## src/common/mem_pkg.sv

```systemverilog
package mem_pkg;

	// *********************************************************
	// widths
	// *********************************************************
	localparam int ADDR_W = 16;
	localparam int DATA_W = 64;
	localparam int TAG_W = 6;

	// *********************************************************
	// types
	// *********************************************************

	// word address, no byte offset
	typedef logic [ADDR_W-1:0] addr_t;

	typedef logic [DATA_W-1:0] data_t;

	// destination physical register of a load
	typedef logic [TAG_W-1:0] tag_t;

	// dcache bus controller
	typedef enum logic [1:0] {
		WB_IDLE,
		WB_STORE,
		WB_LOAD
	} wb_state_e;

endpackage

```

## src/common/dcache_if.sv

```systemverilog
`timescale 1ns/1ps

interface dcache_if;

	// load lookup, answered in the same cycle
	logic ld_req;
	mem_pkg::addr_t ld_addr;
	logic hit;
	mem_pkg::data_t hit_data;

	// refill request and broadcast
	logic miss_req;
	logic fill_vld;
	mem_pkg::addr_t fill_addr;
	mem_pkg::data_t fill_data;

	// store drain, held until st_ack
	logic st_req;
	mem_pkg::addr_t st_addr;
	mem_pkg::data_t st_data;
	logic st_ack;

	// bus transfer running or miss queued
	logic busy;

	modport lsq (
		output ld_req, ld_addr, miss_req, st_req, st_addr, st_data,
		input hit, hit_data, fill_vld, fill_addr, fill_data, st_ack, busy
	);

	modport cache (
		input ld_req, ld_addr, miss_req, st_req, st_addr, st_data,
		output hit, hit_data, fill_vld, fill_addr, fill_data, st_ack, busy
	);

endinterface

```

## src/design/dcache.sv

```systemverilog
`timescale 1ns/1ps

module dcache #(
	parameter int LINES = 16
) (
	input logic clk,
	input logic rst,
	dcache_if.cache dc,
	// wishbone classic master
	output logic wb_cyc_o,
	output logic wb_stb_o,
	output logic wb_we_o,
	output mem_pkg::addr_t wb_adr_o,
	output mem_pkg::data_t wb_dat_o,
	input mem_pkg::data_t wb_dat_i,
	input logic wb_ack_i
);

	localparam int IDX_W = $clog2(LINES);
	localparam int CTAG_W = mem_pkg::ADDR_W - IDX_W;

	logic [CTAG_W-1:0] tag_r [LINES];
	mem_pkg::data_t data_r [LINES];
	logic [LINES-1:0] valid_r;

	mem_pkg::wb_state_e state_r;
	logic miss_pend_r;
	mem_pkg::addr_t miss_addr_r;
	logic fill_vld_r;
	mem_pkg::addr_t fill_addr_r;
	mem_pkg::data_t fill_data_r;

	logic [IDX_W-1:0] ld_idx;
	logic [IDX_W-1:0] st_idx;
	logic [IDX_W-1:0] miss_idx;
	logic st_line_hit;
	logic st_done;
	logic rd_done;

	assign ld_idx = dc.ld_addr[IDX_W-1:0];
	assign st_idx = dc.st_addr[IDX_W-1:0];
	assign miss_idx = miss_addr_r[IDX_W-1:0];

	// *********************************************************
	// lookup
	// *********************************************************
	assign dc.hit = dc.ld_req && valid_r[ld_idx] &&
		(tag_r[ld_idx] == dc.ld_addr[mem_pkg::ADDR_W-1:IDX_W]);
	assign dc.hit_data = data_r[ld_idx];

	// write-update only on a resident line
	assign st_line_hit = valid_r[st_idx] &&
		(tag_r[st_idx] == dc.st_addr[mem_pkg::ADDR_W-1:IDX_W]);

	// *********************************************************
	// bus side
	// *********************************************************
	assign wb_cyc_o = (state_r != mem_pkg::WB_IDLE);
	assign wb_stb_o = wb_cyc_o;
	assign wb_we_o = (state_r == mem_pkg::WB_STORE);
	assign wb_adr_o = wb_we_o ? dc.st_addr : miss_addr_r;
	assign wb_dat_o = dc.st_data;

	assign st_done = (state_r == mem_pkg::WB_STORE) && wb_ack_i;
	assign rd_done = (state_r == mem_pkg::WB_LOAD) && wb_ack_i;

	assign dc.st_ack = st_done;
	assign dc.busy = miss_pend_r || fill_vld_r || (state_r != mem_pkg::WB_IDLE);
	assign dc.fill_vld = fill_vld_r;
	assign dc.fill_addr = fill_addr_r;
	assign dc.fill_data = fill_data_r;

	// stores win over a pending refill
	always_ff @(posedge clk) begin
		if (rst) begin
			state_r <= mem_pkg::WB_IDLE;
			miss_pend_r <= 1'b0;
			fill_vld_r <= 1'b0;
			valid_r <= '0;
		end else begin
			fill_vld_r <= rd_done;
			if (dc.miss_req)
				miss_pend_r <= 1'b1;
			case (state_r)
				mem_pkg::WB_IDLE: begin
					if (dc.st_req)
						state_r <= mem_pkg::WB_STORE;
					else if (miss_pend_r)
						state_r <= mem_pkg::WB_LOAD;
				end
				mem_pkg::WB_STORE: begin
					if (wb_ack_i)
						state_r <= mem_pkg::WB_IDLE;
				end
				mem_pkg::WB_LOAD: begin
					if (wb_ack_i) begin
						state_r <= mem_pkg::WB_IDLE;
						miss_pend_r <= 1'b0;
						valid_r[miss_idx] <= 1'b1;
					end
				end
				default: state_r <= mem_pkg::WB_IDLE;
			endcase
		end
	end

	// line contents and refill broadcast
	always_ff @(posedge clk) begin
		if (dc.miss_req)
			miss_addr_r <= dc.ld_addr;
		if (rd_done) begin
			tag_r[miss_idx] <= miss_addr_r[mem_pkg::ADDR_W-1:IDX_W];
			data_r[miss_idx] <= wb_dat_i;
			fill_addr_r <= miss_addr_r;
			fill_data_r <= wb_dat_i;
		end
		if (st_done && st_line_hit)
			data_r[st_idx] <= dc.st_data;
	end

endmodule

```

## src/design/mem_sub_top.sv

```systemverilog
`timescale 1ns/1ps

module mem_sub_top #(
	parameter int SQ_DEPTH = 8,
	parameter int LQ_DEPTH = 4,
	parameter int LINES = 16
) (
	input logic clk,
	input logic rst,
	// dispatch
	input logic dp_st_i,
	output logic [$clog2(SQ_DEPTH):0] sq_tail_o,
	output logic sq_full_o,
	// store execute and retire
	input logic st_vld_i,
	input logic [$clog2(SQ_DEPTH)-1:0] st_idx_i,
	input mem_pkg::addr_t st_addr_i,
	input mem_pkg::data_t st_data_i,
	input logic st_retire_i,
	// issue check
	input logic [$clog2(SQ_DEPTH):0] iss_pos_i,
	output logic iss_ok_o,
	// load execute and completion
	input logic ld_vld_i,
	input mem_pkg::addr_t ld_addr_i,
	input logic [$clog2(SQ_DEPTH):0] ld_pos_i,
	input mem_pkg::tag_t ld_tag_i,
	output logic ld_ready_o,
	output logic ld_done_o,
	output mem_pkg::data_t ld_data_o,
	output mem_pkg::tag_t ld_tag_o,
	// wishbone
	output logic wb_cyc_o,
	output logic wb_stb_o,
	output logic wb_we_o,
	output mem_pkg::addr_t wb_adr_o,
	output mem_pkg::data_t wb_dat_o,
	input mem_pkg::data_t wb_dat_i,
	input logic wb_ack_i
);

	dcache_if dc_if ();

	lsq #(
		.SQ_DEPTH(SQ_DEPTH),
		.LQ_DEPTH(LQ_DEPTH)
	) lsq_i (
		.clk(clk),
		.rst(rst),
		.dp_st_i(dp_st_i),
		.sq_tail_o(sq_tail_o),
		.sq_full_o(sq_full_o),
		.st_vld_i(st_vld_i),
		.st_idx_i(st_idx_i),
		.st_addr_i(st_addr_i),
		.st_data_i(st_data_i),
		.st_retire_i(st_retire_i),
		.iss_pos_i(iss_pos_i),
		.iss_ok_o(iss_ok_o),
		.ld_vld_i(ld_vld_i),
		.ld_addr_i(ld_addr_i),
		.ld_pos_i(ld_pos_i),
		.ld_tag_i(ld_tag_i),
		.ld_ready_o(ld_ready_o),
		.ld_done_o(ld_done_o),
		.ld_data_o(ld_data_o),
		.ld_tag_o(ld_tag_o),
		.dc(dc_if.lsq)
	);

	dcache #(
		.LINES(LINES)
	) dcache_i (
		.clk(clk),
		.rst(rst),
		.dc(dc_if.cache),
		.wb_cyc_o(wb_cyc_o),
		.wb_stb_o(wb_stb_o),
		.wb_we_o(wb_we_o),
		.wb_adr_o(wb_adr_o),
		.wb_dat_o(wb_dat_o),
		.wb_dat_i(wb_dat_i),
		.wb_ack_i(wb_ack_i)
	);

endmodule

```

## src/lsq/load_queue.sv

```systemverilog
`timescale 1ns/1ps

module load_queue #(
	parameter int LQ_DEPTH = 4
) (
	input logic clk,
	input logic rst,
	// allocate on a miss
	input logic alloc_i,
	input mem_pkg::addr_t alloc_addr_i,
	input mem_pkg::tag_t alloc_tag_i,
	// refill broadcast
	input logic fill_vld_i,
	input mem_pkg::addr_t fill_addr_i,
	input mem_pkg::data_t fill_data_i,
	output logic full_o,
	// completion at the head
	output logic com_vld_o,
	output mem_pkg::data_t com_data_o,
	output mem_pkg::tag_t com_tag_o
);

	localparam int IDX_W = $clog2(LQ_DEPTH);

	logic [IDX_W:0] head_r;
	logic [IDX_W:0] tail_r;
	logic [LQ_DEPTH-1:0] vld_r;
	logic [LQ_DEPTH-1:0] rdy_r;
	mem_pkg::addr_t addr_r [LQ_DEPTH];
	mem_pkg::data_t data_r [LQ_DEPTH];
	mem_pkg::tag_t tag_r [LQ_DEPTH];

	logic [IDX_W-1:0] head_idx;
	logic [IDX_W-1:0] tail_idx;
	logic [LQ_DEPTH-1:0] fill_hit;

	assign head_idx = head_r[IDX_W-1:0];
	assign tail_idx = tail_r[IDX_W-1:0];

	assign full_o = (head_r[IDX_W] != tail_r[IDX_W]) && (head_idx == tail_idx);

	// head pops in the cycle it is offered
	assign com_vld_o = vld_r[head_idx] && rdy_r[head_idx];
	assign com_data_o = data_r[head_idx];
	assign com_tag_o = tag_r[head_idx];

	// every waiting load on the refilled address
	always_comb begin
		for (int k = 0; k < LQ_DEPTH; k++)
			fill_hit[k] = fill_vld_i && vld_r[k] && (addr_r[k] == fill_addr_i);
	end

	// *********************************************************
	// entry control
	// *********************************************************
	always_ff @(posedge clk) begin
		if (rst) begin
			head_r <= '0;
			tail_r <= '0;
			vld_r <= '0;
			rdy_r <= '0;
		end else begin
			if (alloc_i) begin
				vld_r[tail_idx] <= 1'b1;
				rdy_r[tail_idx] <= 1'b0;
				tail_r <= tail_r + 1'b1;
			end
			for (int k = 0; k < LQ_DEPTH; k++) begin
				if (fill_hit[k])
					rdy_r[k] <= 1'b1;
			end
			if (com_vld_o) begin
				vld_r[head_idx] <= 1'b0;
				rdy_r[head_idx] <= 1'b0;
				head_r <= head_r + 1'b1;
			end
		end
	end

	// *********************************************************
	// payload
	// *********************************************************
	always_ff @(posedge clk) begin
		if (alloc_i) begin
			addr_r[tail_idx] <= alloc_addr_i;
			tag_r[tail_idx] <= alloc_tag_i;
		end
		for (int k = 0; k < LQ_DEPTH; k++) begin
			if (fill_hit[k])
				data_r[k] <= fill_data_i;
		end
	end

endmodule

```

## src/lsq/lsq.sv

```systemverilog
`timescale 1ns/1ps

module lsq #(
	parameter int SQ_DEPTH = 8,
	parameter int LQ_DEPTH = 4
) (
	input logic clk,
	input logic rst,
	input logic dp_st_i,
	output logic [$clog2(SQ_DEPTH):0] sq_tail_o,
	output logic sq_full_o,
	input logic st_vld_i,
	input logic [$clog2(SQ_DEPTH)-1:0] st_idx_i,
	input mem_pkg::addr_t st_addr_i,
	input mem_pkg::data_t st_data_i,
	input logic st_retire_i,
	input logic [$clog2(SQ_DEPTH):0] iss_pos_i,
	output logic iss_ok_o,
	input logic ld_vld_i,
	input mem_pkg::addr_t ld_addr_i,
	input logic [$clog2(SQ_DEPTH):0] ld_pos_i,
	input mem_pkg::tag_t ld_tag_i,
	output logic ld_ready_o,
	output logic ld_done_o,
	output mem_pkg::data_t ld_data_o,
	output mem_pkg::tag_t ld_tag_o,
	dcache_if.lsq dc
);

	logic fwd_vld;
	mem_pkg::data_t fwd_data;
	logic ld_miss;
	logic lq_full;
	logic com_vld;
	mem_pkg::data_t com_data;
	mem_pkg::tag_t com_tag;

	store_queue #(
		.SQ_DEPTH(SQ_DEPTH)
	) store_queue_i (
		.clk(clk),
		.rst(rst),
		.dp_st_i(dp_st_i),
		.sq_tail_o(sq_tail_o),
		.sq_full_o(sq_full_o),
		.st_vld_i(st_vld_i),
		.st_idx_i(st_idx_i),
		.st_addr_i(st_addr_i),
		.st_data_i(st_data_i),
		.st_retire_i(st_retire_i),
		.iss_pos_i(iss_pos_i),
		.iss_ok_o(iss_ok_o),
		.fwd_addr_i(ld_addr_i),
		.fwd_pos_i(ld_pos_i),
		.fwd_vld_o(fwd_vld),
		.fwd_data_o(fwd_data),
		.drain_req_o(dc.st_req),
		.drain_addr_o(dc.st_addr),
		.drain_data_o(dc.st_data),
		.drain_ack_i(dc.st_ack)
	);

	load_queue #(
		.LQ_DEPTH(LQ_DEPTH)
	) load_queue_i (
		.clk(clk),
		.rst(rst),
		.alloc_i(ld_miss),
		.alloc_addr_i(ld_addr_i),
		.alloc_tag_i(ld_tag_i),
		.fill_vld_i(dc.fill_vld),
		.fill_addr_i(dc.fill_addr),
		.fill_data_i(dc.fill_data),
		.full_o(lq_full),
		.com_vld_o(com_vld),
		.com_data_o(com_data),
		.com_tag_o(com_tag)
	);

	// same address feeds forwarding and the cache lookup
	assign dc.ld_req = ld_vld_i;
	assign dc.ld_addr = ld_addr_i;

	assign ld_miss = ld_vld_i && !fwd_vld && !dc.hit;
	assign dc.miss_req = ld_miss;

	assign ld_ready_o = !lq_full && !dc.busy && !com_vld;

	// queued completion, then forward, then hit
	assign ld_done_o = com_vld || (ld_vld_i && (fwd_vld || dc.hit));
	assign ld_data_o = com_vld ? com_data : (fwd_vld ? fwd_data : dc.hit_data);
	assign ld_tag_o = com_vld ? com_tag : ld_tag_i;

endmodule

```

## src/lsq/store_queue.sv

```systemverilog
`timescale 1ns/1ps

module store_queue #(
	parameter int SQ_DEPTH = 8
) (
	input logic clk,
	input logic rst,
	// dispatch
	input logic dp_st_i,
	output logic [$clog2(SQ_DEPTH):0] sq_tail_o,
	output logic sq_full_o,
	// execute and retire
	input logic st_vld_i,
	input logic [$clog2(SQ_DEPTH)-1:0] st_idx_i,
	input mem_pkg::addr_t st_addr_i,
	input mem_pkg::data_t st_data_i,
	input logic st_retire_i,
	// issue check
	input logic [$clog2(SQ_DEPTH):0] iss_pos_i,
	output logic iss_ok_o,
	// forwarding query
	input mem_pkg::addr_t fwd_addr_i,
	input logic [$clog2(SQ_DEPTH):0] fwd_pos_i,
	output logic fwd_vld_o,
	output mem_pkg::data_t fwd_data_o,
	// drain to the cache
	output logic drain_req_o,
	output mem_pkg::addr_t drain_addr_o,
	output mem_pkg::data_t drain_data_o,
	input logic drain_ack_i
);

	localparam int IDX_W = $clog2(SQ_DEPTH);

	// pointers carry a wrap bit on top
	logic [IDX_W:0] head_r;
	logic [IDX_W:0] ret_head_r;
	logic [IDX_W:0] tail_r;
	logic [SQ_DEPTH-1:0] addr_vld_r;
	logic [SQ_DEPTH-1:0] ret_rdy_r;
	mem_pkg::addr_t addr_r [SQ_DEPTH];
	mem_pkg::data_t data_r [SQ_DEPTH];

	logic [IDX_W-1:0] head_idx;
	logic [IDX_W-1:0] ret_idx;
	logic [IDX_W-1:0] tail_idx;
	logic [IDX_W:0] iss_cnt;
	logic [IDX_W:0] fwd_cnt;

	assign head_idx = head_r[IDX_W-1:0];
	assign ret_idx = ret_head_r[IDX_W-1:0];
	assign tail_idx = tail_r[IDX_W-1:0];

	assign sq_tail_o = tail_r;
	assign sq_full_o = (head_r[IDX_W] != tail_r[IDX_W]) && (head_idx == tail_idx);

	// stores older than the queried position
	assign iss_cnt = iss_pos_i - head_r;
	assign fwd_cnt = fwd_pos_i - head_r;

	// *********************************************************
	// age scan, oldest first so the last match is the youngest
	// *********************************************************
	always_comb begin
		logic [IDX_W-1:0] idx;
		iss_ok_o = 1'b1;
		fwd_vld_o = 1'b0;
		fwd_data_o = '0;
		for (int k = 0; k < SQ_DEPTH; k++) begin
			idx = head_idx + IDX_W'(k);
			if (((IDX_W+1)'(k) < iss_cnt) && !addr_vld_r[idx])
				iss_ok_o = 1'b0;
			if (((IDX_W+1)'(k) < fwd_cnt) && addr_vld_r[idx] && (addr_r[idx] == fwd_addr_i)) begin
				fwd_vld_o = 1'b1;
				fwd_data_o = data_r[idx];
			end
		end
	end

	// head store goes out once retired
	assign drain_req_o = ret_rdy_r[head_idx];
	assign drain_addr_o = addr_r[head_idx];
	assign drain_data_o = data_r[head_idx];

	always_ff @(posedge clk) begin
		if (rst) begin
			head_r <= '0;
			ret_head_r <= '0;
			tail_r <= '0;
			addr_vld_r <= '0;
			ret_rdy_r <= '0;
		end else begin
			if (dp_st_i) begin
				addr_vld_r[tail_idx] <= 1'b0;
				tail_r <= tail_r + 1'b1;
			end
			if (st_vld_i)
				addr_vld_r[st_idx_i] <= 1'b1;
			if (st_retire_i) begin
				ret_rdy_r[ret_idx] <= 1'b1;
				ret_head_r <= ret_head_r + 1'b1;
			end
			if (drain_req_o && drain_ack_i) begin
				addr_vld_r[head_idx] <= 1'b0;
				ret_rdy_r[head_idx] <= 1'b0;
				head_r <= head_r + 1'b1;
			end
		end
	end

	// address and data written at execute
	always_ff @(posedge clk) begin
		if (st_vld_i) begin
			addr_r[st_idx_i] <= st_addr_i;
			data_r[st_idx_i] <= st_data_i;
		end
	end

endmodule

```

## config.mk

```make
export PLATFORM = sky130hd
export DESIGN_NAME = mem_sub_top
export DESIGN_NICKNAME = d
export VERILOG_FILES = /design/src/common/mem_pkg.sv /design/src/common/dcache_if.sv /design/src/design/dcache.sv /design/src/design/mem_sub_top.sv /design/src/lsq/load_queue.sv /design/src/lsq/lsq.sv /design/src/lsq/store_queue.sv
export SDC_FILE = /design/constraint.sdc
export NUM_CORES = 2
export LEC_CHECK = 0
export ABC_AREA = 1
export ABC_CLOCK_PERIOD_IN_PS = 18300
export BUFFER_PORTS_ARGS = -buffer_cell sky130_fd_sc_hd__buf_2
export CAP_MARGIN = 40
export CELL_PAD_IN_SITES_DETAIL_PLACEMENT = 1
export CELL_PAD_IN_SITES_GLOBAL_PLACEMENT = 1
export CORE_UTILIZATION = 30
export DETAILED_ROUTE_END_ITERATION = 10
export PLACE_DENSITY = 0.62
export SLEW_MARGIN = 20
export SYNTH_ARGS = -nofsm -noshare
export SYNTH_HDL_FRONTEND = slang
export SYNTH_SLANG_ARGS = --single-unit
```

## constraint.sdc

```tcl
create_clock -name clk -period 18.3 [get_ports clk]
set_clock_uncertainty 0.05 [all_clocks]
set_input_delay 1.83 -clock clk [delete_from_list [all_inputs] [get_ports clk]]
set_output_delay 1.83 -clock clk [all_outputs]
set_load 0.005 [all_outputs]
```

Word level (Yosys, flattened, before mapping)
Memories as Yosys holds them, arrays and structs flattened. A register that Yosys moved wholly into a read port is not among the register bits.
Cells that the tools add are included.
- register bits: 158
- memory bits (writable): 2200
- input bits: 184
- output and inout port bits: 161
- logic and storage cells: 312
- memories: 7
- memory list (name ; words ; width ; read ports ; clocked after Yosys merged registers in ; wr ports ; line ; source):
    dcache_i.data_r ; 16 ; 64 ; 1 ; 0 ; 1 ; dcache.sv:23 ; mem_pkg::data_t data_r [LINES];
    lsq_i.store_queue_i.data_r ; 8 ; 64 ; 8 ; 1 ; 1 ; store_queue.sv:42 ; mem_pkg::data_t data_r [SQ_DEPTH];
    lsq_i.load_queue_i.data_r ; 4 ; 64 ; 1 ; 1 ; 4 ; load_queue.sv:30 ; mem_pkg::data_t data_r [LQ_DEPTH];
    dcache_i.tag_r ; 16 ; 12 ; 2 ; 0 ; 1 ; dcache.sv:22 ; logic [CTAG_W-1:0] tag_r [LINES];
    lsq_i.store_queue_i.addr_r ; 8 ; 16 ; 8 ; 1 ; 1 ; store_queue.sv:41 ; mem_pkg::addr_t addr_r [SQ_DEPTH];
    lsq_i.load_queue_i.addr_r ; 4 ; 16 ; 4 ; 0 ; 1 ; load_queue.sv:29 ; mem_pkg::addr_t addr_r [LQ_DEPTH];
    +1 memories ; - ; - ; - ; - ; - ; - ;
- $add $sub $neg: 14
- magnitude comparators: 39
- eq/ne operators: 22
- mux-type cells: 123
- bitwise operators: 14
- reductions and logical operators: 77
- operator list (cell ; count):
    64-bit two-way mux ; 11
    16-bit == test ; 12
    1-bit two-way mux ; 64
    8-bit two-way mux ; 8
    64-bit OR reduction ; 1
    1-bit logical AND ; 54
    3-bit by 4-bit < comparator with 1-bit output (second input constant) ; 11
    3-bit by 4-bit < comparator with 1-bit output (first input constant) ; 8
    1-bit binary-select mux with 3-bit select ; 9
    8-bit bitwise AND ; 3
    12-bit == test ; 2
    4-bit two-way mux ; 6
    1-bit by 4-bit < comparator with 1-bit output (first input constant) ; 4
    2-bit by 4-bit < comparator with 1-bit output (first input constant) ; 4
    16-bit two-way mux ; 1
    8-bit inverter ; 2
    16-bit OR ; 1
    8-bit OR ; 2
    4-bit by 5-bit < comparator with 1-bit output (second input constant) ; 3
    2-bit two-way mux ; 7
    1-bit zero test ; 13
    3-bit adder (second input constant) ; 4
    4-bit by 1-bit adder with 4-bit output (second input constant) ; 3
    4-bit bitwise AND ; 3
    29 further kinds ; 53

Logic depth before layout (Yosys ltp)
- word-level depth: 20
- gate-level depth with buffers: 35
- gate-level depth less buffers: 24

By module
A second synthesis with hierarchy kept.
- cells, all modules: 14527
- area, all modules: 127855.1 um2
- by module, submodules not included (module ; instances ; cells each ; area each (um2) ; seq. area each (um2)):
    store_queue ; 1 ; 8252 ; 55275.5 ; 19819.0
    dcache ; 1 ; 4536 ; 55167.9 ; 39798.2
    load_queue ; 1 ; 1220 ; 15233.4 ; 10650.2
    lsq ; 1 ; 519 ; 2178.3 ; 0.0

Least setup slack after synthesis
No wires, ideal clock.
- path kind: register to register
- start: reg dcache_i.fill_addr_r[12], in the netlist dcache_i.dc.fill_addr[12]
- end: mem lsq_i.load_queue_i.data_r[3][0] in the netlist's numbering (enable)
- setup time: 832 ps
- arrival: 11166 ps
- required time: 17418 ps
- path slack: 6252 ps
- cell stages (with the launch flop): 5
- path buffers: 0
- clock period less this slack: 12048 ps
- cell sequence: edfxtp_1 or2_2 a221oi_1 nand3_1 a2111oi_0
- RTL lines (element ; line ; source):
    start: declaration ; dcache.sv:30 ; mem_pkg::addr_t fill_addr_r;
    start signal: assignment ; dcache.sv:114 ; fill_addr_r <= miss_addr_r;
    end: declaration ; load_queue.sv:30 ;

Worst setup path after layout
- start: reg lsq_i.store_queue_i.head_r[1]
- end: out ld_data_o[9]
- cells in the longest elaborated chain, start to end: 14
- elaborated cells on any way between the ends: 75
- classes of those cells: add/sub: 8; order compare: 8; eq/ne: 7; mux: 34; reduce/logical: 16; memory: 2
- RTL lines (element ; line ; source):
    start: declaration ; store_queue.sv:36 ; logic [IDX_W:0] head_r;
    start signal: assignment ; store_queue.sv:106 ; head_r <= head_r + 1'b1;
    parallel branches: the longest is 12 deep, another holds memory 8 x 16 bit ; - ;
    64-bit two-way mux (*) (2 in series) ; lsq.sv:91 ; assign ld_data_o = com_vld ? com_data : (fwd_vld ? fwd_data : dc.hit_data);
    end: declaration ; mem_sub_top.sv:30 ; output mem_pkg::data_t ld_data_o,
Mark *: on every way between the ends. The select of a mux whose other input is x is not followed.

==> results.toml <==
[run_status]
run_status = "completed"

[setup_path]
worst-path-buf-inv = 7
reg2reg_to = "dcache_i.data_r[1][53]$_DFFE_PP_"
timing.critical_path.from = "lsq_i.store_queue_i.head_r[1]$_SDFFE_PP0P_"
regToRegSetupSlack_ns = 10.57
critPathTopFamily = "buffers and inverters"
worst_path_largest_cell_delay_ns = 0.86
wp_data_arrival_ns = 8.69
reg2regPathDepth = 22
critical_path.endpoint_type = "primary output"
cpMostUsedCell = "sky130_fd_sc_hd__nand2_1"
biggest_fanout_along_the_worst_timing_path = 104
crit_required_ns = 16.42
critical-path-slowest-cell = "sky130_fd_sc_hd__ha_4"
worstSetupStartpointType = "flop"
crit_type = "flop to primary output"

[floorplanning]
die-area_mm2 = 0.416
placement_rows = 235
core_footprint_mm2 = 0.411
die-width_um = 645
io_pins = 345
start_util = 0.302
die_h_um = 645

[clock_tree]
ctsResizeCount = 0
cts_sink_count = 2362
clkLatencyLatePin_ns = 0.93
cts_tree = "done"
cts.hold.buffers_added = 0
clk_root_buffer_cell = "sky130_fd_sc_hd__clkbuf_16"
cts_made_buffers = 269
postCtsSetupBuffers = 0
clkSlewWorstSetupHoldPaths_ns = 0.06
cts_max_level = 5
cts-root-to-sink-buffers = 4

[power_and_ir_drop]
clkPwrFrac = 0.416
cell_internal_pwr_mw = 9.52
vdd_ir_drop_max_mv = 0.0644
p_per_area_mw_per_mm2 = 91.9
total_power_mw = 13.0
static-leakage-power_nw = 53.1
pwr-share-seq = 0.476
switching_power_mw = 3.44
power_frac_comb = 0.108
power.share.switching = 0.265

[timing]
slew_headroom = 0.318
final_hold_viol_count = 0
setup-tns-final_ns = 0
whs_ns = 0.400
final-max-slew-violation-count = 0
highest_clock_frequency_the_design_can_meet_mhz = 94.6
period_minus_slack_ns = 10.57
tightestPinTransition_ns = 1.02
post_route_fraction_of_the_period_consumed_by_the_critical_path = 0.577
setup_ws_ns = 7.73
rsz0062_at_grt = "false"
timing.final.setup_violations = 0

[route]
detail-route-antenna-nets = 0
wl_um = 522000
wl_per_cell_um = 26.8
route.detailed.vias_per_inst = 5.43
via_count = 106000
number_of_remaining_drc_errors = 0
first_iter_violations = 9587
detail_route.first_pass.iterations = 8

[worst_hold_path]
hp-class = "flop to flop"
hold_start = "dcache_i.dc.fill_data[46]$_DFFE_PP_"
holdPathStages = 0
worst_hold_path.endpoint = "lsq_i.load_queue_i.data_r[0][46]$_DFFE_PP_"

[placement]
buffer_ports.inserted = 344
place.detailed.hpwl_um = 329000
gp_routability_congestion = 0.897
dpl_cell_area_mm2 = 0.132
pre_cts_slack_ns = 8.58

[synthesis]
netlist-cell-type-count = 50
postSynthNetCount = 14000
syn_area_cell_um2 = 9.00
synth.cell_area_mm2 = 0.124
yosys_most_used_dff = "sky130_fd_sc_hd__edfxtp_1"
syn-instance-count = 13800
async_flop_share = 0
synth.yosys.seq_area_share = 0.566
postSynthRegisterBits = 2362
ys_warn_count = 0
synth_enable_flop_cells = 2296

[layout]
final_nets = 13900
syn_to_final_growth_pct = 13.7
most_common_library_cell_in_the_layout_ignoring_fill_and_taps = "sky130_fd_sc_hd__nand2_1"
final_area_mm2 = 0.141
layout_common_cells = "2829 x sky130_fd_sc_hd__nand2_1, 2296 x sky130_fd_sc_hd__edfxtp_1, 2283 x sky130_fd_sc_hd__o21ai_0, 1722 x sky130_fd_sc_hd__nor2_1, 800 x sky130_fd_sc_hd__inv_1"
layout-drive-gt1-share = 0.0858

[global_route]
grt_pass1_vias = 104000
grt_first_pass_wirelength_um = 743000
grt-ovfl-total = 0
gr_usage_total = 0.242
number_of_antenna_violations_at_the_first_check_in_global_routing = 89
grt_start_max_net_pins = 183

[flow_run]
drv.max_cap_violation_count = 0
==> flip-flops by register name, summed over array words and instances (netlist names), named ones only <==
signal / count
lsq_i.store_queue_i.ret_head_r: 3
dcache_i.miss_addr_r: 16
lsq_i.store_queue_i.addr_vld_r: 8
lsq_i.load_queue_i.head_r: 3
lsq_i.store_queue_i.data_r: 512
dcache_i.valid_r: 16
lsq_i.load_queue_i.addr_r: 64
lsq_i.store_queue_i.ret_rdy_r: 8
lsq_i.load_queue_i.rdy_r: 4
dcache_i.state_r: 2
lsq_i.store_queue_i.sq_tail_o: 4
dcache_i.tag_r: 192
lsq_i.store_queue_i.head_r: 4
dcache_i.dc.fill_data: 64
lsq_i.load_queue_i.tail_r: 3
dcache_i.data_r: 1024
dcache_i.dc.fill_vld: 1
lsq_i.load_queue_i.data_r: 256
dcache_i.miss_pend_r: 1
dcache_i.dc.fill_addr: 16
lsq_i.load_queue_i.vld_r: 4
lsq_i.load_queue_i.tag_r: 24
lsq_i.store_queue_i.addr_r: 128
==> power groups by stage <==
stage | combinational (mW) | clock, mW | sequential [mW]
floorplan | 0.763 | 0 | 6.26
global placement | 1.34 | 0 | 6.28
detailed placement | 1.37 | 0 | 6.29
CTS | 1.38 | 5.46 | 6.17
global route | 1.50 | 5.64 | 6.18
finish | 1.40 | 5.38 | 6.17
==> how the worst max path moves through the flow <==
stage / to / slack [ns] / depth (start not counted)
floorplan: lsq_i.load_queue_i.data_r[3][0]$_DFFE_PP_ / 6.25 / 4
global placement: ld_data_o[4] / 8.08 / 23
detailed placement: ld_data_o[58] / 8.58 / 20
CTS: ld_data_o[58] / 7.63 / 20
global route: ld_data_o[58] / 7.41 / 22
finish: ld_data_o[9] / 7.73 / 27
==> logic make-up after synthesis <==
group	synth area share
adder cells (fa/ha/maj)	0.00284
AO/OA/AOI/OAI	0.157
AND/OR/NAND/NOR	0.178
flip-flops	0.566
XOR/XNOR	0.00451
buffers and inverters	0.0601
multiplexers	0.0307
==> per-layer routing <==
metal	global-route usage	part of all wire
met1	0.325	0.44
met2	0.395	0.46
met3	0.0302	0.061
met4	0.100	0.046
met5	0	0.00025
==> per-stage QoR <==
step,utilization,cells
floorplan,-,13800
global placement,0.319,18800
detailed placement,0.322,18900
CTS,0.342,19400
global route,0.343,19400
finish,0.343,19500
==> worst register-to-register path, delay by kind of cell, from the launching register on <==
kind,cells,cell delay [ns]
buffers and inverters,5,3.36
and+or+nand+nor,17,3.43
DFF,1,0.55
==> layout make-up <==
| cell class | instances | area, um^2 |
|---|---|---|
| flip-flops and latches | 2362 | 70300 |
| repair buffers | 679 | 5240 |
| well taps | 5451 | 6820 |
| clock inverters | 150 | 1410 |
| clock buffers | 328 | 7120 |
| diodes | 71 | 178 |
| multi-input cells | 9582 | 46700 |
| fillers | 47300 | 270000 |
| inverters | 834 | 3230 |
==> cells in the mapped netlist, drive strengths merged (4+ instances only) <==
library cell  number  area share
nand2           2841       0.086
o21ai           2455       0.099
edfxtp          2296        0.56
nor2            1756       0.053
inv              826       0.025
nand3            787       0.032
clkbuf           614       0.019
a21oi            458       0.018
buf              391       0.016
mux2i            381       0.031
o22ai            218       0.011
o211ai           179       0.011
o221ai           174       0.012
nor3              81      0.0033
dfxtp             66       0.011
xor2              53      0.0038
a31oi             43      0.0022
or2               37      0.0019
ha                25      0.0025
o21a              22      0.0013
a221oi            10     0.00071
nand4             10     0.00050
nor4              10     0.00050
xnor2             10     0.00071
and2               9     0.00045
clkinv             8     0.00024
a22o               5     0.00035
a2111oi            4     0.00028
(Power assumes the default switching activity.)
